### config.mk
export PLATFORM = sky130hd
export DESIGN_NAME = csr_unit_top
export DESIGN_NICKNAME = d
export VERILOG_FILES = /design/src/logic/csr_pkg.sv /design/src/logic/trap_pkg.sv /design/src/logic/csr_bank.sv /design/src/logic/csr_decoder.sv /design/src/logic/csr_unit_top.sv /design/src/logic/irq_arbiter.sv /design/src/logic/stage_reg.sv
export SDC_FILE = /design/constraint.sdc
export NUM_CORES = 1
export LEC_CHECK = 0
export BUFFER_PORTS_ARGS = -buffer_cell sky130_fd_sc_hd__buf_2
export CAP_MARGIN = 20
export CORE_ASPECT_RATIO = 0.6
export CORE_MARGIN = 1
export CORE_UTILIZATION = 25
export DETAILED_ROUTE_END_ITERATION = 10
export PLACE_DENSITY = 0.41
export SYNTH_ARGS = -nofsm -noshare
export SYNTH_HDL_FRONTEND = slang
export SYNTH_SLANG_ARGS = --single-unit
### constraint.sdc
create_clock -name clk -period 6.95 [get_ports clk]
set_input_delay 1.0425 -clock clk [delete_from_list [all_inputs] [get_ports clk]]
set_output_delay 1.0425 -clock clk [all_outputs]
set_load 0.01 [all_outputs]
### src/logic/csr_pkg.sv
/* Machine CSR addresses, CSR operation encoding, SYSTEM opcode fields,
   per-register write masks, reset values and the CSR request struct */
package csr_pkg;

    // Supported machine-mode CSR addresses
    typedef enum logic [11:0] {
        CSR_MVENDORID  = 12'hF11,
        CSR_MARCHID    = 12'hF12,
        CSR_MIMPID     = 12'hF13,
        CSR_MHARTID    = 12'hF14,
        CSR_MCONFIGPTR = 12'hF15,
        CSR_MSTATUS    = 12'h300,
        CSR_MISA       = 12'h301,
        CSR_MIE        = 12'h304,
        CSR_MTVEC      = 12'h305,
        CSR_MSCRATCH   = 12'h340,
        CSR_MEPC       = 12'h341,
        CSR_MCAUSE     = 12'h342,
        CSR_MTVAL      = 12'h343,
        CSR_MIP        = 12'h344,
        CSR_MCYCLE     = 12'hB00,
        CSR_MINSTRET   = 12'hB02,
        CSR_MCYCLEH    = 12'hB80,
        CSR_MINSTRETH  = 12'hB82
    } csr_addr_e;

    typedef enum logic [1:0] {
        CSR_NONE  = 2'd0,  // Read only, no update
        CSR_WRITE = 2'd1,
        CSR_SET   = 2'd2,
        CSR_CLEAR = 2'd3
    } csr_op_e;

    localparam logic [6:0] OPC_SYSTEM = 7'b1110011;

    // Writable bits per register
    localparam logic [31:0] MSTATUS_WMASK  = 32'h007E19AA;
    localparam logic [31:0] MISA_WMASK     = 32'h3C000000;
    localparam logic [31:0] MIE_WMASK      = 32'h00000888;  // MSIE, MTIE, MEIE
    localparam logic [31:0] MTVEC_WMASK    = 32'hFFFFFFFC;  // Direct mode only
    localparam logic [31:0] MSCRATCH_WMASK = 32'hFFFFFFFF;
    localparam logic [31:0] MEPC_WMASK     = 32'hFFFFFFFC;
    localparam logic [31:0] MCAUSE_WMASK   = 32'hFFFFFFFF;
    localparam logic [31:0] MTVAL_WMASK    = 32'hFFFFFFFF;

    localparam logic [31:0] MISA_RESET = 32'h40000100;  // RV32, I extension

    // mstatus field positions
    localparam int MSTATUS_MIE_BIT  = 3;
    localparam int MSTATUS_MPIE_BIT = 7;
    localparam int MSTATUS_MPP_LSB  = 11;  // Two bits wide

    typedef struct packed {
        csr_op_e     op;
        logic [11:0] addr;
        logic [31:0] operand;  // rs1 data or zero-extended uimm
        logic        read;     // CSR instruction, value goes back
        logic        rd_zero;  // Destination is x0
    } csr_req_t;

endpackage

### src/logic/trap_pkg.sv
/* Exception and interrupt cause codes, privilege levels,
   fixed SYSTEM instruction words and the trap event struct */
package trap_pkg;

    typedef enum logic [4:0] {
        EXC_ILLEGAL_INSTR = 5'd2,
        EXC_BREAKPOINT    = 5'd3,
        EXC_ECALL_M       = 5'd11
    } exc_code_e;

    // Values double as bit positions in mip and mie
    typedef enum logic [4:0] {
        IRQ_SOFTWARE = 5'd3,
        IRQ_TIMER    = 5'd7,
        IRQ_EXTERNAL = 5'd11
    } irq_code_e;

    typedef enum logic [1:0] {
        PRIV_USER    = 2'b00,
        PRIV_MACHINE = 2'b11
    } priv_e;

    // Whole-word encodings of the privileged SYSTEM instructions
    localparam logic [31:0] INSTR_ECALL  = 32'h00000073;
    localparam logic [31:0] INSTR_EBREAK = 32'h00100073;
    localparam logic [31:0] INSTR_MRET   = 32'h30200073;

    typedef struct packed {
        logic        raise;  // Synchronous exception
        logic        mret;   // Return from trap
        exc_code_e   code;
        logic [31:0] pc;
        logic [31:0] instr;  // Raw word, goes to mtval when illegal
        priv_e       priv;
    } trap_event_t;

endpackage

### src/logic/csr_bank.sv
/* Machine CSR storage, masked write/set/clear, exception and
   interrupt entry, mret, mcycle and minstret counters */
module csr_bank
    import csr_pkg::*;
    import trap_pkg::*;
(
    input  logic        clk,
    input  logic        reset,
    input  logic        valid_i,
    input  logic        kill_i,
    input  csr_req_t    req_i,
    input  trap_event_t trap_i,
    input  logic        irq_ack_i,
    input  irq_code_e   irq_cause_i,
    input  logic [31:0] mip_i,
    output logic [31:0] rdata_o,
    output logic        rdata_valid_o,
    output logic [31:0] mie_o,
    output logic        global_ie_o,
    output logic [31:0] mtvec_o,
    output logic [31:0] mepc_o
);

    logic [31:0] mstatus;
    logic [31:0] misa;
    logic [31:0] mie;
    logic [31:0] mtvec;
    logic [31:0] mscratch;
    logic [31:0] mepc;
    logic [31:0] mcause;
    logic [31:0] mtval;
    logic [63:0] mcycle;
    logic [63:0] minstret;
    logic [31:0] cur_val;
    logic [31:0] wmask;
    logic [31:0] wr_data;
    logic [31:0] held_pc;
    priv_e       held_priv;
    logic        act;
    logic        rd_en;

    assign act   = valid_i && !kill_i;  // Held instruction survives this cycle
    assign rd_en = act && req_i.read && !req_i.rd_zero;  // No writeback to x0

    // Return point for interrupt entry, zero with an empty stage
    assign held_pc   = valid_i ? trap_i.pc : '0;
    assign held_priv = valid_i ? trap_i.priv : PRIV_MACHINE;

    assign mie_o       = mie;
    assign global_ie_o = mstatus[MSTATUS_MIE_BIT];
    assign mtvec_o     = mtvec;
    assign mepc_o      = mepc;

    // Current value and mask of the addressed register
    always_comb begin
        cur_val = '0;
        wmask   = '0;  // Unknown and read-only addresses take no writes
        case (req_i.addr)
            CSR_MSTATUS:  begin cur_val = mstatus;  wmask = MSTATUS_WMASK;  end
            CSR_MISA:     begin cur_val = misa;     wmask = MISA_WMASK;     end
            CSR_MIE:      begin cur_val = mie;      wmask = MIE_WMASK;      end
            CSR_MTVEC:    begin cur_val = mtvec;    wmask = MTVEC_WMASK;    end
            CSR_MSCRATCH: begin cur_val = mscratch; wmask = MSCRATCH_WMASK; end
            CSR_MEPC:     begin cur_val = mepc;     wmask = MEPC_WMASK;     end
            CSR_MCAUSE:   begin cur_val = mcause;   wmask = MCAUSE_WMASK;   end
            CSR_MTVAL:    begin cur_val = mtval;    wmask = MTVAL_WMASK;    end
            default:      ;
        endcase
    end

    // Result is always trimmed to the writable bits
    always_comb begin
        case (req_i.op)
            CSR_WRITE: wr_data = req_i.operand & wmask;
            CSR_SET:   wr_data = (cur_val | req_i.operand) & wmask;
            CSR_CLEAR: wr_data = (cur_val & ~req_i.operand) & wmask;
            default:   wr_data = cur_val;
        endcase
    end

    // mret beats exception beats interrupt entry beats CSR write
    always_ff @(posedge clk) begin
        if (reset) begin
            mstatus  <= '0;  // MIE off
            misa     <= MISA_RESET;
            mie      <= '0;
            mtvec    <= '0;
            mscratch <= '0;
            mepc     <= '0;
            mcause   <= '0;
            mtval    <= '0;
        end else if (act && trap_i.mret) begin
            mstatus[MSTATUS_MIE_BIT] <= mstatus[MSTATUS_MPIE_BIT];
        end else if (act && trap_i.raise) begin
            mcause                          <= {27'd0, trap_i.code};  // Bit 31 clear
            mstatus[MSTATUS_MPP_LSB +: 2]   <= trap_i.priv;
            mstatus[MSTATUS_MPIE_BIT]       <= mstatus[MSTATUS_MIE_BIT];
            mstatus[MSTATUS_MIE_BIT]        <= 1'b0;
            // ecall returns to itself, others skip the faulting word
            mepc  <= (trap_i.code == EXC_ECALL_M) ? trap_i.pc : trap_i.pc + 32'd4;
            mtval <= (trap_i.code == EXC_ILLEGAL_INSTR) ? trap_i.instr : trap_i.pc;
        end else if (irq_ack_i) begin
            mcause                        <= {1'b1, 26'd0, irq_cause_i};
            mstatus[MSTATUS_MPP_LSB +: 2] <= held_priv;
            mstatus[MSTATUS_MPIE_BIT]     <= mstatus[MSTATUS_MIE_BIT];
            mstatus[MSTATUS_MIE_BIT]      <= 1'b0;  // Drops pending next edge
            mepc                          <= held_pc;
        end else if (act && req_i.op != CSR_NONE) begin
            case (req_i.addr)
                CSR_MSTATUS:  mstatus  <= wr_data;
                CSR_MISA:     misa     <= wr_data;
                CSR_MIE:      mie      <= wr_data;
                CSR_MTVEC:    mtvec    <= wr_data;
                CSR_MSCRATCH: mscratch <= wr_data;
                CSR_MEPC:     mepc     <= wr_data;
                CSR_MCAUSE:   mcause   <= wr_data;
                CSR_MTVAL:    mtval    <= wr_data;
                default:      ;  // Read-only or unknown
            endcase
        end
    end

    // Read port, combinational from the held request
    always_comb begin
        rdata_o = '0;
        if (rd_en) begin
            case (req_i.addr)
                CSR_MVENDORID,
                CSR_MARCHID,
                CSR_MIMPID,
                CSR_MHARTID,
                CSR_MCONFIGPTR: rdata_o = '0;  // Identity regs not implemented
                CSR_MSTATUS:    rdata_o = mstatus;
                CSR_MISA:       rdata_o = misa;
                CSR_MIE:        rdata_o = mie;
                CSR_MTVEC:      rdata_o = mtvec;
                CSR_MSCRATCH:   rdata_o = mscratch;
                CSR_MEPC:       rdata_o = mepc;
                CSR_MCAUSE:     rdata_o = mcause;
                CSR_MTVAL:      rdata_o = mtval;
                CSR_MIP:        rdata_o = mip_i;
                CSR_MCYCLE:     rdata_o = mcycle[31:0];
                CSR_MCYCLEH:    rdata_o = mcycle[63:32];
                CSR_MINSTRET:   rdata_o = minstret[31:0];
                CSR_MINSTRETH:  rdata_o = minstret[63:32];
                default:        rdata_o = '0;
            endcase
        end
    end

    assign rdata_valid_o = rd_en;

    // Performance counters
    always_ff @(posedge clk) begin
        if (reset) begin
            mcycle   <= '0;
            minstret <= '0;
        end else begin
            mcycle <= mcycle + 64'd1;
            if (act) begin
                minstret <= minstret + 64'd1;  // Retired, not killed
            end
        end
    end

endmodule

### src/logic/csr_decoder.sv
/* SYSTEM instruction decoder, CSR request and trap event generation */
module csr_decoder
    import csr_pkg::*;
    import trap_pkg::*;
(
    input  logic        instr_valid_i,
    input  logic [31:0] instr_i,
    input  logic [31:0] pc_i,
    input  logic [31:0] rs1_data_i,
    input  priv_e       priv_i,
    output csr_req_t    req_o,
    output trap_event_t trap_o
);

    logic [6:0]  opcode;
    logic [2:0]  funct3;
    logic [4:0]  rs1;
    logic [4:0]  rd;
    logic [11:0] csr_field;
    logic        is_csr;
    logic [31:0] operand;

    // Instruction fields
    assign opcode    = instr_i[6:0];
    assign rd        = instr_i[11:7];
    assign funct3    = instr_i[14:12];
    assign rs1       = instr_i[19:15];
    assign csr_field = instr_i[31:20];

    // funct3 low bits nonzero means one of the six Zicsr forms
    assign is_csr  = (opcode == OPC_SYSTEM) && (funct3[1:0] != 2'b00);
    assign operand = funct3[2] ? {27'd0, rs1} : rs1_data_i;  // Immediate forms use uimm

    always_comb begin
        req_o.op      = CSR_NONE;
        req_o.addr    = csr_field;
        req_o.operand = operand;
        req_o.read    = instr_valid_i && is_csr;
        req_o.rd_zero = (rd == 5'd0);
        if (instr_valid_i && is_csr) begin
            case (funct3[1:0])
                2'b01:   req_o.op = CSR_WRITE;
                2'b10:   req_o.op = (operand == '0) ? CSR_NONE : CSR_SET;   // Zero set is a read
                default: req_o.op = (operand == '0) ? CSR_NONE : CSR_CLEAR;
            endcase
        end
    end

    always_comb begin
        trap_o.raise = 1'b0;
        trap_o.mret  = 1'b0;
        trap_o.code  = EXC_ILLEGAL_INSTR;
        trap_o.pc    = pc_i;
        trap_o.instr = instr_i;
        trap_o.priv  = priv_i;
        if (instr_valid_i && !is_csr) begin
            if (instr_i == INSTR_MRET) begin
                trap_o.mret = 1'b1;
            end else if (instr_i == INSTR_ECALL) begin
                trap_o.raise = 1'b1;
                trap_o.code  = EXC_ECALL_M;
            end else if (instr_i == INSTR_EBREAK) begin
                trap_o.raise = 1'b1;
                trap_o.code  = EXC_BREAKPOINT;
            end else begin
                trap_o.raise = 1'b1;  // Anything else is illegal, code already set
            end
        end
    end

endmodule

### src/logic/csr_unit_top.sv
/* CSR unit top, decoder into two stage registers into the bank,
   with the interrupt arbiter beside the bank */
module csr_unit_top
    import csr_pkg::*;
    import trap_pkg::*;
(
    input  logic        clk,
    input  logic        reset,
    input  logic        instr_valid_i,
    input  logic [31:0] instr_i,
    input  logic [31:0] pc_i,
    input  logic [31:0] rs1_data_i,
    input  priv_e       priv_i,
    input  logic        kill_i,
    input  logic [31:0] irq_i,
    input  logic        irq_ack_i,
    output logic [31:0] csr_rdata_o,
    output logic        rdata_valid_o,
    output logic        irq_pending_o,
    output logic [31:0] mtvec_o,
    output logic [31:0] mepc_o
);

    csr_req_t    dec_req;
    trap_event_t dec_trap;
    csr_req_t    held_req;
    trap_event_t held_trap;
    logic        held_valid;
    logic [31:0] mip;
    logic [31:0] mie;
    logic        global_ie;
    irq_code_e   irq_cause;

    csr_decoder u_decoder (
        .instr_valid_i (instr_valid_i),
        .instr_i       (instr_i),
        .pc_i          (pc_i),
        .rs1_data_i    (rs1_data_i),
        .priv_i        (priv_i),
        .req_o         (dec_req),
        .trap_o        (dec_trap)
    );

    stage_reg #(.PAYLOAD_T(csr_req_t)) u_req_stage (
        .clk     (clk),
        .reset   (reset),
        .kill_i  (kill_i),
        .valid_i (instr_valid_i),
        .data_i  (dec_req),
        .valid_o (held_valid),
        .data_o  (held_req)
    );

    // Same valid as the request stage, so its copy stays open
    stage_reg #(.PAYLOAD_T(trap_event_t)) u_trap_stage (
        .clk     (clk),
        .reset   (reset),
        .kill_i  (kill_i),
        .valid_i (instr_valid_i),
        .data_i  (dec_trap),
        .valid_o (),
        .data_o  (held_trap)
    );

    irq_arbiter u_irq_arbiter (
        .clk         (clk),
        .reset       (reset),
        .irq_i       (irq_i),
        .mie_i       (mie),
        .global_ie_i (global_ie),
        .irq_ack_i   (irq_ack_i),
        .mip_o       (mip),
        .pending_o   (irq_pending_o),
        .cause_o     (irq_cause)
    );

    csr_bank u_csr_bank (
        .clk           (clk),
        .reset         (reset),
        .valid_i       (held_valid),
        .kill_i        (kill_i),
        .req_i         (held_req),
        .trap_i        (held_trap),
        .irq_ack_i     (irq_ack_i),
        .irq_cause_i   (irq_cause),
        .mip_i         (mip),
        .rdata_o       (csr_rdata_o),
        .rdata_valid_o (rdata_valid_o),
        .mie_o         (mie),
        .global_ie_o   (global_ie),
        .mtvec_o       (mtvec_o),
        .mepc_o        (mepc_o)
    );

endmodule

### src/logic/irq_arbiter.sv
/* Interrupt line sampling into mip, pending flag and
   fixed-priority cause selection */
module irq_arbiter
    import trap_pkg::*;
(
    input  logic        clk,
    input  logic        reset,
    input  logic [31:0] irq_i,
    input  logic [31:0] mie_i,
    input  logic        global_ie_i,
    input  logic        irq_ack_i,
    output logic [31:0] mip_o,
    output logic        pending_o,
    output irq_code_e   cause_o
);

    logic [31:0] enabled;
    logic        any_enabled;

    assign enabled     = mip_o & mie_i;  // Pending and locally enabled
    assign any_enabled = |enabled;

    // One cycle of sampling on the raw lines
    always_ff @(posedge clk) begin
        if (reset) begin
            mip_o <= '0;
        end else begin
            mip_o <= irq_i;
        end
    end

    always_ff @(posedge clk) begin
        if (reset) begin
            pending_o <= 1'b0;
            cause_o   <= IRQ_EXTERNAL;
        end else if (global_ie_i && any_enabled && !irq_ack_i) begin
            pending_o <= 1'b1;
            // External first, then software, then timer
            if (enabled[IRQ_EXTERNAL]) begin
                cause_o <= IRQ_EXTERNAL;
            end else if (enabled[IRQ_SOFTWARE]) begin
                cause_o <= IRQ_SOFTWARE;
            end else if (enabled[IRQ_TIMER]) begin
                cause_o <= IRQ_TIMER;
            end
        end else begin
            pending_o <= 1'b0;  // Cause holds last choice
        end
    end

endmodule

### src/logic/stage_reg.sv
/* Single-entry register stage for any payload type, with valid bit */
module stage_reg #(
    parameter type PAYLOAD_T = logic [31:0]
) (
    input  logic     clk,
    input  logic     reset,
    input  logic     kill_i,
    input  logic     valid_i,
    input  PAYLOAD_T data_i,
    output logic     valid_o,
    output PAYLOAD_T data_o
);

    // Kill at the capture edge flushes the stage
    always_ff @(posedge clk) begin
        if (reset) begin
            valid_o <= 1'b0;
        end else begin
            valid_o <= valid_i && !kill_i;
        end
    end

    // Payload only moves with a new instruction
    always_ff @(posedge clk) begin
        if (valid_i) begin
            data_o <= data_i;
        end
    end

endmodule

==> results.yml <==
outcome:
  outcome: "finished, final reports clean"
power_and_ir_drop:
  cellPowerDensity_nw_per_um2: 239
  finalPower_mw: 7.18
  leakage_nw: 10.5
  ir_drop_uv: 151
detailed_routing:
  wl_met2_mm: 54.3
  ant_nets: 0
  routed_wl_mm: 148
  remaining_drc_errors: 0
  first_iter_violations: 3856
  wl_met1_mm: 71.4
  routed_via_density: 5.81
  first_pass_iters: 8
  dr.max_layer_used: "met5"
  met3_length_mm: 18.3
  num_vias: 25500
  wl_per_cell_um: 33.8
worst_hold_path:
  holdPathEnd: "u_csr_bank.mcause[25]"
  min_from: "u_csr_bank.mcause[25]"
  holdPathStages: 2
  hp-class: "register to register"
synthesis:
  syn_area_um2: 25200
  synth-edff-count: 106
  synth-main-ff-cell: "dfxtp_1"
  synthArstFlopShare_pct: 0
  syn-num-nets: 2977
  synth_area_per_cell_um2: 8.90
  synth_cell_types: 85
  yosysWarnings: 0
  yosys-top-cells-area: "dfxtp_1 (33%), edfxtp_1 (13%), nand2_1 (4.1%), nor2_1 (4.1%), o21ai_0 (3.4%)"
  synth_cells: 2836
  ys_seq_elements: 526
  synth_common_cells: "dfxtp_1 (420), nand2_1 (275), nor2_1 (274)"
  yosys.cell_count.top_type: "dfxtp_1"
  synth_area_leader_cell: "dfxtp_1"
  yosysSeqAreaShare_pct: 45.9
  synth_top_cell_area_share_pct: 33.3
timing:
  fin_crit_sh_pct: 82.1
  fmax_ghz: 0.175
  clock_skew_ns: 0.0287
  setup_viol: 0
  rsz0062_at_grt: "false"
  relSlewSlack_pct: 21.8
  finalCriticalPeriod_ns: 5.70
  slew_violations: 0
  fin_tns_setup_ns: 0
  worst_pin_slew_ns: 1.17
  hold_violations: 0
setup_path:
  start_kind: "register"
  endpoint_kind: "output pin"
  critPathKind: "register to output pin"
  slowest_delay_ns: 0.90
  r2r-end: "u_csr_bank.mepc_o[29]"
  crit_fanout: 17
  worstPathRequired_ns: 5.91
  arrival_ns: 4.66
  timing.rr.start: "u_req_stage.data_o[35]"
  critPathTopFamily: "simple AND/OR/NAND/NOR gates"
  critPathBufInv: 2
  reg2reg_depth: 9
  slowest_stage: "nor4b_2"
  path_cells: "nor4b_2, buf_4, and3_1, a22oi_1, nand2_1, nor2_1, a41oi_1, buf_2"
  rrSetupSlack_ns: 2.43
global_route:
  antenna_found_initial: 10
  track_usage_pct: 28.2
  grt_pass1_wl_mm: 199
  grt_pass1_vias: 23000
  overflow: 0
  grt_max_degree: 155
cells_and_area:
  final_core_util_pct: 30.4
  drive_gt1_share_pct: 16.0
  fin_cells: 4380
  nets: 3150
  areaGrowthSynthToFinish_pct: 19.2
  final-seq-area_um2: 11600
  n_fill_cell: 10500
  multiInputGateArea_um2: 12900
floorplanning:
  start_util_pct: 25.5
  rows: 89
  fp.dieW_um: 412
  die_y_um: 248
  core_um2: 99100
  ioPinCount: 233
  die_area_um2: 102000
clocking:
  cts_buffers: 57
  clkSlewWorstSetupHoldPaths_ns: 0.06
  cts_buffer_depth: 3
  root_buffer: "clkbuf_16"
  clock_sinks: 526
  insertion_delay_ns: 0.66
  cts_setup_buffers: 0
  cts_hold_buf: 0
  cts_tree: "yes"
  h-tree-depth: 2
  cts_resized: 0
placed_design:
  gp_congestion: 1.02
  port_buffers: 232
  dp.cells: 4266
  hpwlAfterDp_mm: 114
flow_run:
  maxCapViolCount: 0
==> layer usage <==
layer,GRT usage [%],vias to the layer above
li1,-,11000
met1,44.0,12700
met2,35.9,1607
met3,8.53,212
met4,7.64,2
met5,0,-
==> through the flow <==
stage / setup WS [ns] / hold slack [ns] / cell area (um^2)
after floorplan: 3.44 / 0.410 / 25200
after global placement: 2.29 / 0.426 / 28000
after detailed placement: 2.14 / 0.435 / 28000
after CTS: 1.42 / 0.445 / 30000
after global routing: 1.30 / 0.469 / 30100
final: 1.25 / 0.445 / 30100
==> worst register-to-register path, delay by kind of cell (launching register included) <==
family          cells  cell delay, ns
compound gates      3            1.37
simple gates        4            1.82
flops               1            0.60
buf+inv             2            0.66
==> how the worst max path moves through the flow <==
stage | start | endpoint | slack (ns) | depth (start not counted)
3_3_place_gp | u_req_stage.data_o[36] | csr_rdata_o[9] | 2.29 | 8
6_report | u_req_stage.data_o[36] | csr_rdata_o[9] | 1.25 | 8
2_1_floorplan | u_req_stage.data_o[34] | csr_rdata_o[11] | 3.44 | 7
3_5_place_dp | u_req_stage.data_o[36] | csr_rdata_o[9] | 2.14 | 8
5_1_grt | u_req_stage.data_o[36] | csr_rdata_o[9] | 1.30 | 8
4_1_cts | u_req_stage.data_o[36] | csr_rdata_o[9] | 1.42 | 8
==> sequential cells by signal (all words and copies together) (netlist names) <==
register                 cells
u_csr_bank.mcause           32
u_irq_arbiter.pending_o      1
u_csr_bank.misa             32
u_csr_bank.mstatus          32
u_trap_stage.data_o         59
u_csr_bank.minstret         64
u_csr_bank.mscratch         32
u_csr_bank.mepc_o           32
u_irq_arbiter.mip_o         32
u_csr_bank.mcycle           64
u_csr_bank.mtval            32
u_req_stage.valid_o          1
u_csr_bank.mie_o            32
u_irq_arbiter.cause_o        2
u_req_stage.data_o          47
u_csr_bank.mtvec_o          32
==> layout make-up <==
class,instances,area share (%)
Multi-Input combinational cell,2076,42.8
Sequential cell,526,38.5
Timing Repair Buffer,314,6.10
Clock buffer,79,5.52
Tap cell,1319,5.48
Clock inverter,26,1.09
Inverter,34,0.424
Antenna cell,6,0.0499
==> cell families (layout without fill, tap and decap cells) <==
family	Yosys count	in the layout	synth area share [%]
AND/OR/NAND/NOR	1199	1199	24.3
adder cells (fa/ha/maj)	6	6	0.297
other	0	6	0
buffers and inverters	234	453	3.69
AO/OA/AOI/OAI	710	710	19.6
XOR/XNOR	108	108	3.75
multiplexers	53	53	2.47
flip-flops	526	526	45.9
==> power breakdown <==
part           leakage (nW)  switching, mW  total, mW  internal (mW)
clock network         0.983           1.40       3.33           1.93
registers              4.43          0.149       3.34           3.19
logic                  5.04          0.361      0.505          0.144
==> cells in the final DEF, fill, tap and decap left out, types with 23 or more instances in the layout <==
| master | netlist | final |
|---|---|---|
| a211oi_1 | 69 | 69 |
| a21oi_1 | 112 | 112 |
| a221oi_1 | 27 | 27 |
| a222oi_1 | 36 | 36 |
| a22oi_1 | 50 | 50 |
| a31oi_1 | 44 | 44 |
| and2_1 | 69 | 69 |
| and3_1 | 65 | 65 |
| buf_2 | 25 | 230 |
| buf_4 | 0 | 77 |
| clkbuf_16 | 0 | 59 |
| dfxtp_1 | 420 | 420 |
| edfxtp_1 | 106 | 106 |
| inv_1 | 32 | 31 |
| mux2_2 | 25 | 25 |
| mux2i_1 | 23 | 23 |
| nand2_1 | 275 | 274 |
| nand3_1 | 118 | 118 |
| nand4_1 | 74 | 74 |
| nor2_1 | 274 | 267 |
| nor2b_1 | 71 | 71 |
| nor3_1 | 75 | 69 |
| o21ai_0 | 169 | 169 |
| or3_1 | 52 | 52 |
| xnor2_1 | 60 | 60 |
| xor2_1 | 48 | 48 |
(Power assumes the default switching activity.)
